## src/hw/controller_settings.svh

```systemverilog
`ifndef CONTROLLER_SETTINGS_SVH
`define CONTROLLER_SETTINGS_SVH

// ************************************************************
// Control memory map
// ************************************************************
`define CTL_ADDR_FLAGS          8'h00
`define CTL_ADDR_FPGA_STATE     8'h01
`define CTL_ADDR_VERSION_MINOR  8'h02
`define CTL_ADDR_VERSION_MAJOR  8'h03
`define CTL_ADDR_MOD_BASE       8'h20
`define CTL_ADDR_SILENCER_BASE  8'h40
`define CTL_ADDR_SYNC_BASE      8'h50

// Words per settings group, read from the base upward
`define CTL_MOD_WORDS       11
`define CTL_SILENCER_WORDS  5
`define CTL_SYNC_WORDS      4

`define CTL_VERSION_MINOR  8'h01
`define CTL_VERSION_MAJOR  8'hA2

// Bit positions in the flag word
`define CTL_FLAG_MOD_SET       0
`define CTL_FLAG_SILENCER_SET  2
`define CTL_FLAG_FORCE_FAN     4
`define CTL_FLAG_SYNC_SET      8

`define CTL_READ_LATENCY  2

// ************************************************************
// Power-up settings
// ************************************************************
`define CTL_DEF_MOD_REQ_RD_SEGMENT              1'b0
`define CTL_DEF_MOD_CYCLE                       15'd1
`define CTL_DEF_MOD_FREQ_DIV                    32'd5120
`define CTL_DEF_MOD_REP                         32'hFFFF_FFFF
`define CTL_DEF_SILENCER_MODE                   1'b0
`define CTL_DEF_SILENCER_UPDATE_RATE_INTENSITY  16'd256
`define CTL_DEF_SILENCER_UPDATE_RATE_PHASE      16'd256
`define CTL_DEF_SILENCER_STEPS_INTENSITY        16'd10
`define CTL_DEF_SILENCER_STEPS_PHASE            16'd40
`define CTL_DEF_SYNC_TIME                       64'd0

`endif

```

## src/hw/ctl_bus_pkg.sv

```systemverilog
package ctl_bus_pkg;

    typedef logic [15:0] word_t;
    typedef logic [7:0]  addr_t;
    typedef logic [3:0]  word_idx_t;   // Word offset inside a group.

    typedef struct packed {
        logic  we;
        addr_t addr;
        word_t wdata;
    } ctl_bus_req_t;

    typedef enum logic [1:0] {
        MOD,
        SILENCER,
        SYNC,
        FLAGS
    } load_group_t;

    // Travels with each read through the latency of the memory.
    typedef struct packed {
        load_group_t group;
        word_idx_t   index;
    } rd_tag_t;

    typedef struct packed {
        logic    valid;
        rd_tag_t tag;
        word_t   data;
    } rd_word_t;

endpackage

```

## src/hw/ctl_settings_pkg.sv

```systemverilog
package ctl_settings_pkg;

    typedef logic [14:0] cycle_t;
    typedef logic [31:0] long_t;        // Frequency division and repeat counts.
    typedef logic [63:0] sync_time_t;

    typedef struct packed {
        logic               thermo;
        logic               stm_segment;
        logic               mod_segment;
        ctl_bus_pkg::word_t stm_cycle;
    } fpga_status_t;

    typedef struct packed {
        logic   update;
        logic   req_rd_segment;
        cycle_t cycle_0;
        long_t  freq_div_0;
        cycle_t cycle_1;
        long_t  freq_div_1;
        long_t  rep_0;
        long_t  rep_1;
    } mod_settings_t;

    typedef struct packed {
        logic               update;
        logic               mode;
        ctl_bus_pkg::word_t update_rate_intensity;
        ctl_bus_pkg::word_t update_rate_phase;
        ctl_bus_pkg::word_t completion_steps_intensity;
        ctl_bus_pkg::word_t completion_steps_phase;
    } silencer_settings_t;

    typedef struct packed {
        logic       update;
        sync_time_t ecat_sync_time;
    } sync_settings_t;

    typedef enum logic [3:0] {
        VERSION_MINOR,
        VERSION_MAJOR,
        POLL_STATUS,
        POLL_FLAGS,
        LOAD_ISSUE,
        LOAD_DRAIN,
        WRITE_FLAGS,
        WRITE_STATUS,
        COMMIT
    } seq_state_t;

endpackage

```

## src/hw/ctl_read_pipe.sv

```systemverilog
`timescale 1ns/1ps
`include "controller_settings.svh"

module ctl_read_pipe #(
    parameter int LATENCY = `CTL_READ_LATENCY
) (
    input  logic                  CLK,
    input  logic                  reset,
    input  logic                  issue_valid,
    input  ctl_bus_pkg::rd_tag_t  issue_tag,
    input  ctl_bus_pkg::word_t    rd_data,
    output ctl_bus_pkg::rd_word_t rd_word
);
    import ctl_bus_pkg::*;

    logic    [LATENCY-1:0] valid_sr;
    rd_tag_t               tag_sr [LATENCY];

    // ************************************************************
    // Tag delay line, one stage per cycle of memory latency
    // ************************************************************
    always_ff @(posedge CLK) begin
        if (reset) begin
            valid_sr <= '0;
        end else begin
            valid_sr[0] <= issue_valid;
            for (int i = 1; i < LATENCY; i++) begin
                valid_sr[i] <= valid_sr[i-1];
            end
        end
    end

    always_ff @(posedge CLK) begin
        tag_sr[0] <= issue_tag;
        for (int i = 1; i < LATENCY; i++) begin
            tag_sr[i] <= tag_sr[i-1];
        end
    end

    // Oldest tag lines up with the word now on the bus.
    always_comb begin
        rd_word.valid = valid_sr[LATENCY-1];
        rd_word.tag   = tag_sr[LATENCY-1];
        rd_word.data  = rd_data;
    end

endmodule

```

## src/hw/ctl_sequencer.sv

```systemverilog
`timescale 1ns/1ps
`include "controller_settings.svh"

module ctl_sequencer (
    input  logic                           CLK,
    input  logic                           reset,
    input  ctl_settings_pkg::fpga_status_t status,
    input  ctl_bus_pkg::rd_word_t          rd_word,
    output ctl_bus_pkg::ctl_bus_req_t      bus_req,
    output logic                           issue_valid,
    output ctl_bus_pkg::rd_tag_t           issue_tag,
    output logic                           commit,
    output ctl_bus_pkg::load_group_t       commit_group,
    output logic                           force_fan
);
    import ctl_bus_pkg::*;
    import ctl_settings_pkg::*;

    seq_state_t  state;
    word_t       flags;
    word_t       status_word;
    load_group_t load_group;
    addr_t       load_base;
    word_idx_t   load_last;
    word_idx_t   issue_idx;
    word_idx_t   rcv_cnt;
    logic        flag_word;
    logic        group_word;
    logic        loading;

    assign status_word = {12'h000, status.stm_cycle == '0, status.stm_segment,
                          status.mod_segment, status.thermo};

    assign flag_word  = rd_word.valid && (rd_word.tag.group == FLAGS);
    assign group_word = rd_word.valid && (rd_word.tag.group == load_group);
    assign loading    = (state == LOAD_ISSUE) || (state == LOAD_DRAIN);

    assign force_fan    = flags[`CTL_FLAG_FORCE_FAN];
    assign commit_group = load_group;

    always_comb begin
        case (load_group)
            MOD: begin
                load_base = `CTL_ADDR_MOD_BASE;
                load_last = word_idx_t'(`CTL_MOD_WORDS - 1);
            end
            SILENCER: begin
                load_base = `CTL_ADDR_SILENCER_BASE;
                load_last = word_idx_t'(`CTL_SILENCER_WORDS - 1);
            end
            default: begin
                load_base = `CTL_ADDR_SYNC_BASE;
                load_last = word_idx_t'(`CTL_SYNC_WORDS - 1);
            end
        endcase
    end

    // ************************************************************
    // Main FSM
    // ************************************************************
    always_ff @(posedge CLK) begin
        if (reset) begin
            state       <= VERSION_MINOR;
            bus_req     <= '0;
            issue_valid <= 1'b0;
            issue_tag   <= '0;
            commit      <= 1'b0;
            flags       <= '0;
            load_group  <= MOD;
            issue_idx   <= '0;
            rcv_cnt     <= '0;
        end else begin
            bus_req.we  <= 1'b0;
            issue_valid <= 1'b0;
            commit      <= 1'b0;

            if (loading && group_word) begin
                rcv_cnt <= rcv_cnt + 1'b1;
            end

            case (state)
                VERSION_MINOR: begin
                    bus_req <= '{we: 1'b1, addr: `CTL_ADDR_VERSION_MINOR,
                                 wdata: {8'h00, `CTL_VERSION_MINOR}};
                    state   <= VERSION_MAJOR;
                end
                VERSION_MAJOR: begin
                    bus_req <= '{we: 1'b1, addr: `CTL_ADDR_VERSION_MAJOR,
                                 wdata: {8'h00, `CTL_VERSION_MAJOR}};
                    state   <= POLL_STATUS;
                end
                POLL_STATUS: begin
                    bus_req   <= '{we: 1'b1, addr: `CTL_ADDR_FPGA_STATE, wdata: status_word};
                    issue_idx <= '0;
                    rcv_cnt   <= '0;
                    if (flags[`CTL_FLAG_MOD_SET]) begin
                        flags[`CTL_FLAG_MOD_SET] <= 1'b0;
                        load_group <= MOD;
                        state      <= LOAD_ISSUE;
                    end else if (flags[`CTL_FLAG_SILENCER_SET]) begin
                        flags[`CTL_FLAG_SILENCER_SET] <= 1'b0;
                        load_group <= SILENCER;
                        state      <= LOAD_ISSUE;
                    end else if (flags[`CTL_FLAG_SYNC_SET]) begin
                        flags[`CTL_FLAG_SYNC_SET] <= 1'b0;
                        load_group <= SYNC;
                        state      <= LOAD_ISSUE;
                    end else begin
                        if (flag_word) begin
                            flags <= rd_word.data;
                        end
                        state <= POLL_FLAGS;
                    end
                end
                POLL_FLAGS: begin
                    bus_req.addr <= `CTL_ADDR_FLAGS;
                    issue_valid  <= 1'b1;
                    issue_tag    <= '{group: FLAGS, index: '0};
                    if (flag_word) begin
                        flags <= rd_word.data;
                    end
                    state <= POLL_STATUS;
                end
                LOAD_ISSUE: begin
                    bus_req.addr <= load_base + addr_t'(issue_idx);
                    issue_valid  <= 1'b1;
                    issue_tag    <= '{group: load_group, index: issue_idx};
                    issue_idx    <= issue_idx + 1'b1;
                    if (issue_idx == load_last) begin
                        state <= LOAD_DRAIN;
                    end
                end
                LOAD_DRAIN: begin
                    if (group_word && (rcv_cnt == load_last)) begin   // Last word is back.
                        state <= WRITE_FLAGS;
                    end
                end
                WRITE_FLAGS: begin
                    bus_req <= '{we: 1'b1, addr: `CTL_ADDR_FLAGS, wdata: flags};
                    state   <= WRITE_STATUS;
                end
                WRITE_STATUS: begin
                    bus_req <= '{we: 1'b1, addr: `CTL_ADDR_FPGA_STATE, wdata: status_word};
                    state   <= COMMIT;
                end
                COMMIT: begin
                    commit <= 1'b1;
                    state  <= POLL_FLAGS;
                end
                default: state <= POLL_STATUS;
            endcase
        end
    end

endmodule

```

## src/hw/settings_regs.sv

```systemverilog
`timescale 1ns/1ps
`include "controller_settings.svh"

module settings_regs (
    input  logic                                 CLK,
    input  logic                                 reset,
    input  ctl_bus_pkg::rd_word_t                rd_word,
    input  logic                                 commit,
    input  ctl_bus_pkg::load_group_t             commit_group,
    output ctl_settings_pkg::mod_settings_t      mod_settings,
    output ctl_settings_pkg::silencer_settings_t silencer_settings,
    output ctl_settings_pkg::sync_settings_t     sync_settings
);
    import ctl_bus_pkg::*;
    import ctl_settings_pkg::*;

    word_t     data;
    word_idx_t idx;

    assign data = rd_word.data;
    assign idx  = rd_word.tag.index;

    always_ff @(posedge CLK) begin
        if (reset) begin
            mod_settings.update         <= 1'b0;
            mod_settings.req_rd_segment <= `CTL_DEF_MOD_REQ_RD_SEGMENT;
            mod_settings.cycle_0        <= `CTL_DEF_MOD_CYCLE;
            mod_settings.freq_div_0     <= `CTL_DEF_MOD_FREQ_DIV;
            mod_settings.cycle_1        <= `CTL_DEF_MOD_CYCLE;
            mod_settings.freq_div_1     <= `CTL_DEF_MOD_FREQ_DIV;
            mod_settings.rep_0          <= `CTL_DEF_MOD_REP;
            mod_settings.rep_1          <= `CTL_DEF_MOD_REP;

            silencer_settings.update                     <= 1'b0;
            silencer_settings.mode                       <= `CTL_DEF_SILENCER_MODE;
            silencer_settings.update_rate_intensity      <= `CTL_DEF_SILENCER_UPDATE_RATE_INTENSITY;
            silencer_settings.update_rate_phase          <= `CTL_DEF_SILENCER_UPDATE_RATE_PHASE;
            silencer_settings.completion_steps_intensity <= `CTL_DEF_SILENCER_STEPS_INTENSITY;
            silencer_settings.completion_steps_phase     <= `CTL_DEF_SILENCER_STEPS_PHASE;

            sync_settings.update         <= 1'b0;
            sync_settings.ecat_sync_time <= `CTL_DEF_SYNC_TIME;
        end else begin
            // Single-cycle update strobes.
            mod_settings.update      <= commit && (commit_group == MOD);
            silencer_settings.update <= commit && (commit_group == SILENCER);
            sync_settings.update     <= commit && (commit_group == SYNC);

            // ************************************************************
            // Word placement by tag
            // ************************************************************
            if (rd_word.valid) begin
                case (rd_word.tag.group)
                    MOD: begin
                        case (idx)
                            4'd0:  mod_settings.req_rd_segment   <= data[0];
                            4'd1:  mod_settings.cycle_0          <= cycle_t'(data);
                            4'd2:  mod_settings.freq_div_0[15:0]  <= data;
                            4'd3:  mod_settings.freq_div_0[31:16] <= data;
                            4'd4:  mod_settings.cycle_1          <= cycle_t'(data);
                            4'd5:  mod_settings.freq_div_1[15:0]  <= data;
                            4'd6:  mod_settings.freq_div_1[31:16] <= data;
                            4'd7:  mod_settings.rep_0[15:0]       <= data;
                            4'd8:  mod_settings.rep_0[31:16]      <= data;
                            4'd9:  mod_settings.rep_1[15:0]       <= data;
                            4'd10: mod_settings.rep_1[31:16]      <= data;
                            default: ;
                        endcase
                    end
                    SILENCER: begin
                        case (idx)
                            4'd0: silencer_settings.mode                       <= data[0];
                            4'd1: silencer_settings.update_rate_intensity      <= data;
                            4'd2: silencer_settings.update_rate_phase          <= data;
                            4'd3: silencer_settings.completion_steps_intensity <= data;
                            4'd4: silencer_settings.completion_steps_phase     <= data;
                            default: ;
                        endcase
                    end
                    SYNC: begin
                        if (idx < 4'd4) begin   // Lowest quarter first.
                            sync_settings.ecat_sync_time[idx[1:0]*16 +: 16] <= data;
                        end
                    end
                    default: ;   // Flag words are the sequencer's.
                endcase
            end
        end
    end

endmodule

```

## src/hw/controller_top.sv

```systemverilog
`timescale 1ns/1ps

module controller_top (
    input  logic                                 CLK,
    input  logic                                 reset,
    input  ctl_settings_pkg::fpga_status_t       status,
    input  ctl_bus_pkg::word_t                   rd_data,
    output ctl_bus_pkg::ctl_bus_req_t            bus_req,
    output ctl_settings_pkg::mod_settings_t      mod_settings,
    output ctl_settings_pkg::silencer_settings_t silencer_settings,
    output ctl_settings_pkg::sync_settings_t     sync_settings,
    output logic                                 force_fan
);
    import ctl_bus_pkg::*;

    rd_word_t    rd_word;
    logic        issue_valid;
    rd_tag_t     issue_tag;
    logic        commit;
    load_group_t commit_group;

    ctl_read_pipe i_read_pipe (
        .CLK         (CLK),
        .reset       (reset),
        .issue_valid (issue_valid),
        .issue_tag   (issue_tag),
        .rd_data     (rd_data),
        .rd_word     (rd_word)
    );

    ctl_sequencer i_sequencer (
        .CLK          (CLK),
        .reset        (reset),
        .status       (status),
        .rd_word      (rd_word),
        .bus_req      (bus_req),
        .issue_valid  (issue_valid),
        .issue_tag    (issue_tag),
        .commit       (commit),
        .commit_group (commit_group),
        .force_fan    (force_fan)
    );

    settings_regs i_settings_regs (
        .CLK               (CLK),
        .reset             (reset),
        .rd_word           (rd_word),
        .commit            (commit),
        .commit_group      (commit_group),
        .mod_settings      (mod_settings),
        .silencer_settings (silencer_settings),
        .sync_settings     (sync_settings)
    );

endmodule

```

## config.mk

```make
export PLATFORM = sky130hd
export DESIGN_NAME = controller_top
export DESIGN_NICKNAME = d
export VERILOG_FILES = /design/src/hw/ctl_bus_pkg.sv /design/src/hw/ctl_settings_pkg.sv /design/src/hw/ctl_read_pipe.sv /design/src/hw/ctl_sequencer.sv /design/src/hw/settings_regs.sv /design/src/hw/controller_top.sv
export VERILOG_INCLUDE_DIRS = /design/src /design/src/hw
export SDC_FILE = /design/constraint.sdc
export NUM_CORES = 1
export LEC_CHECK = 0
export BUFFER_PORTS_ARGS = -buffer_cell sky130_fd_sc_hd__buf_2
export CORE_MARGIN = 3
export CORE_UTILIZATION = 54
export DETAILED_ROUTE_END_ITERATION = 6
export GPL_TIMING_DRIVEN = 0
export PLACE_DENSITY = 0.8
export SYNTH_ARGS = -nofsm -noshare
export SYNTH_HDL_FRONTEND = slang
export SYNTH_HIERARCHICAL = 1
export SYNTH_SLANG_ARGS = --single-unit
```

## constraint.sdc

```tcl
create_clock -name CLK -period 2.55 [get_ports CLK]
set_clock_uncertainty 0.2 [all_clocks]
set_input_delay 0.1275 -clock CLK [delete_from_list [all_inputs] [get_ports CLK]]
set_output_delay 0.1275 -clock CLK [all_outputs]
set_load 0.1 [all_outputs]
```

==> flow_summary.yaml <==
outcome:
  status: "finished, final reports clean"
timing:
  setup_tns_ns: 0
  min_period_ns: 2.44
  slew_headroom_pct: 36.6
  holdWs_ns: 0.126
  worst_slew_pin_slew_ns: 0.938
  setup_viol: 0
  max_freq_ghz: 0.410
  rsz0062_at_grt: "yes"
  hold_viol_final: 0
  maxSlewViolCount: 0
  timing.final.ws_setup_ns: 0.109
  fin_crit_sh_pct: 95.7
floorplan:
  ios: 354
  core-area_sq_um: 27000
  die_y_um: 172
  die_w_um: 172
  dieArea_sq_um: 29600
  start_util_pct: 55.0
  rows: 60
yosys:
  synth_top_cell_by_area: "dfxtp_1"
  yosys_warnings: 6
  ys_top_cells_by_area: "dfxtp_1 (49%), mux2i_1 (12%), nand2b_1 (8.6%)"
  synth_area_sq_um: 14900
  synth_area_per_cell_sq_um: 9.62
  synth_nets: 1590
  synthArstFlopShare_pct: 0
  synth-edff-count: 0
  yosysTopAreaCellShare_pct: 49.4
  ys_seq_elements: 367
  synthCells: 1546
  synth_top_flop_cell: "dfxtp_1"
  synth_cell_types: 70
  synth-seq-area-share_pct: 49.4
clock_network:
  cts_tree: "built"
  clk_pin_slew_worst_paths_ns: 0.06
  root_buffer: "clkbuf_16"
  cts_htree_levels: 2
  clock_sinks: 367
  cts_buffers: 38
  worst_skew_pair.late_latency_ns: 0.51
  cts_buffer_depth: 3
setup_path:
  critical_path_required_ns: 2.76
  worstPathMaxFanout: 10
  crit_type: "reg2reg"
  reg2reg_slack_ns: 0.11
  crit_path_end_kind: "flop"
  timing.rr.start: "i_read_pipe/tag_sr[0][6]"
  startpoint: "i_read_pipe/tag_sr[0][6]"
  worstReg2RegEnd: "i_settings_regs/sync_settings[13]"
  crit_path_start_kind: "flop"
  ff2ff_path_depth: 7
  cp.arrival_ns: 2.65
place:
  place.gp.congestion: 0.892
  dpl.hpwl_um: 33700
  place_area_sq_um: 17000
  place_ws_ns: -0.0106
  io_buffers: 336
  placed_cells: 2223
min_path:
  hold_path.class: "reg2reg"
  hold_end: "i_read_pipe/tag_sr[0][9]"
  whs_path_depth: 0
  hp-start: "i_read_pipe/tag_sr[0][3]"
drt:
  via_per_inst: 5.78
  num_vias: 13367
  drcViolationCount: 0
  ant_nets: 0
  wl_um: 47700
  firstDrtPassIters: 5
  wire_per_inst_um: 20.6
  initialDrtViolationCount: 1261
cells_and_area:
  final_cell_area_sq_um: 18500
  n_antenna_cell: 0
  final_core_util_pct: 68.5
  final_cell_mix: "dfxtp_1 (367), buf_2 (364), nand2b_1 (204)"
  seq_area_sq_um: 7350
  nFillCells: 2110
  drive_gt1_share_pct: 24.7
  layout.nets: 1990
  stdcell_count: 2312
  areaGrowthSynthToFinish_pct: 24.5
  multi_input_area_sq_um: 6780
  final_common_cell: "dfxtp_1"
global_route:
  grt_pass1_wl_um: 70300
  grt_max_degree: 15
  grt_pass1_vias: 12470
  antenna_found_initial: 0
  track_usage_pct: 30.2
  grt_overflow: 0
power:
  peakVddDrop_uv: 632
  powerDensity_nw_per_um2: 647
  power.leakage_nw: 8.86
  finalPower_mw: 12.0
job:
  drv_cap: 0
report_power, final:
part,internal (mW),switching [mW]
logic,0.189,0.449
clock network,3.32,2.26
registers,5.76,0.0117
how the worst max path moves through the flow:
| stage | to | slack (ns) |
|---|---|---|
| after floorplan | i_settings_regs/sync_settings[53] | 0.43 |
| after global placement | i_settings_regs/sync_settings[57] | 0.03 |
| after detailed placement | i_settings_regs/sync_settings[61] | -0.01 |
| after CTS | i_settings_regs/sync_settings[11] | 0.003 |
| after global routing | i_settings_regs/sync_settings[13] | -0.003 |
| final | i_settings_regs/sync_settings[13] | 0.11 |
area by class of cell:
class / count / share of cell area, %
buffer: 151 / 4.06
clock buffer: 53 / 5.95
clock inverter: 12 / 0.777
inverter: 10 / 0.203
multi-input combinational: 1017 / 36.6
sequential: 367 / 39.7
tap: 341 / 2.30
timing repair buffer: 361 / 10.4
state kept, by name (all words and copies together), names as in the netlist, 2 cells and up:
register,count
i_read_pipe/valid_sr,2
i_sequencer/flags,16
i_read_pipe/tag_sr,12
i_sequencer/issue_idx,4
i_sequencer/bus_req,24
i_settings_regs/mod_settings,160
i_settings_regs/silencer_settings,66
i_sequencer/state,4
i_sequencer/rcv_cnt,4
i_settings_regs/sync_settings,65
i_sequencer/issue_tag,6
i_sequencer/commit_group,2
kinds of logic (layout without fill, tap and decap cells):
kind of cell             after synthesis  after routing  share of synthesized area [%]
multiplexers                         184            184                           12.4
adder cells (fa/ha/maj)                7              7                          0.589
AO/OA/AOI/OAI                        263            263                           10.8
other                                  1              1                         0.0252
AND/OR/NAND/NOR                      558            558                           21.3
buffers and inverters                162            587                           5.25
XOR/XNOR                               4              4                          0.236
flip-flops                           367            367                           49.4
layer usage:
layer  global-route usage (%)  vias to the layer above  wire, um
met5                        0                        -         0
met3                     5.33                      123      3880
met1                     41.2                     6425     20100
li1                         -                     6171         -
met4                     11.2                        0      1920
met2                     48.3                      648     21800
repair_timing:
action | CTS | global route
hold buffers | 23 | 0
pin swaps | 0 | 1
setup endpoints to repair | 10 | 88
gates resized for setup | 1 | 22
endpoints found under the hold margin | 165 | 0
setup buffers | 0 | 2
cells in the mapped netlist (all sizes together), types with 3 or more instances:
| library cell | n |
|---|---|
| nor3b | 4 |
| or3 | 3 |
| nor4b | 7 |
| nand2 | 38 |
| nand3 | 63 |
| nor2b | 25 |
| nand3b | 5 |
| a21oi | 95 |
| o22ai | 4 |
| xnor2 | 3 |
| nor4 | 8 |
| o21ai | 88 |
| and2 | 3 |
| and3b | 3 |
| nand4bb | 3 |
| o31ai | 3 |
| nand4 | 34 |
| mux2i | 183 |
| inv | 9 |
| or4b | 3 |
| nand2b | 204 |
| a41o | 32 |
| o211ai | 3 |
| nor2 | 131 |
| clkbuf | 83 |
| nor3 | 3 |
| dfxtp | 367 |
| nor4bb | 8 |
| ha | 7 |
| buf | 69 |
| a22oi | 21 |
critical path, cell delays in order, from the launching register on:
cell	delay (ns)
dfxtp_1	0.30
buf_4	0.16
inv_1	0.10
ha_1	0.37
nor3b_4	0.42
clkbuf_1	0.44
a21oi_1	0.14
a41o_1	0.21
(Power assumes the default switching activity.)
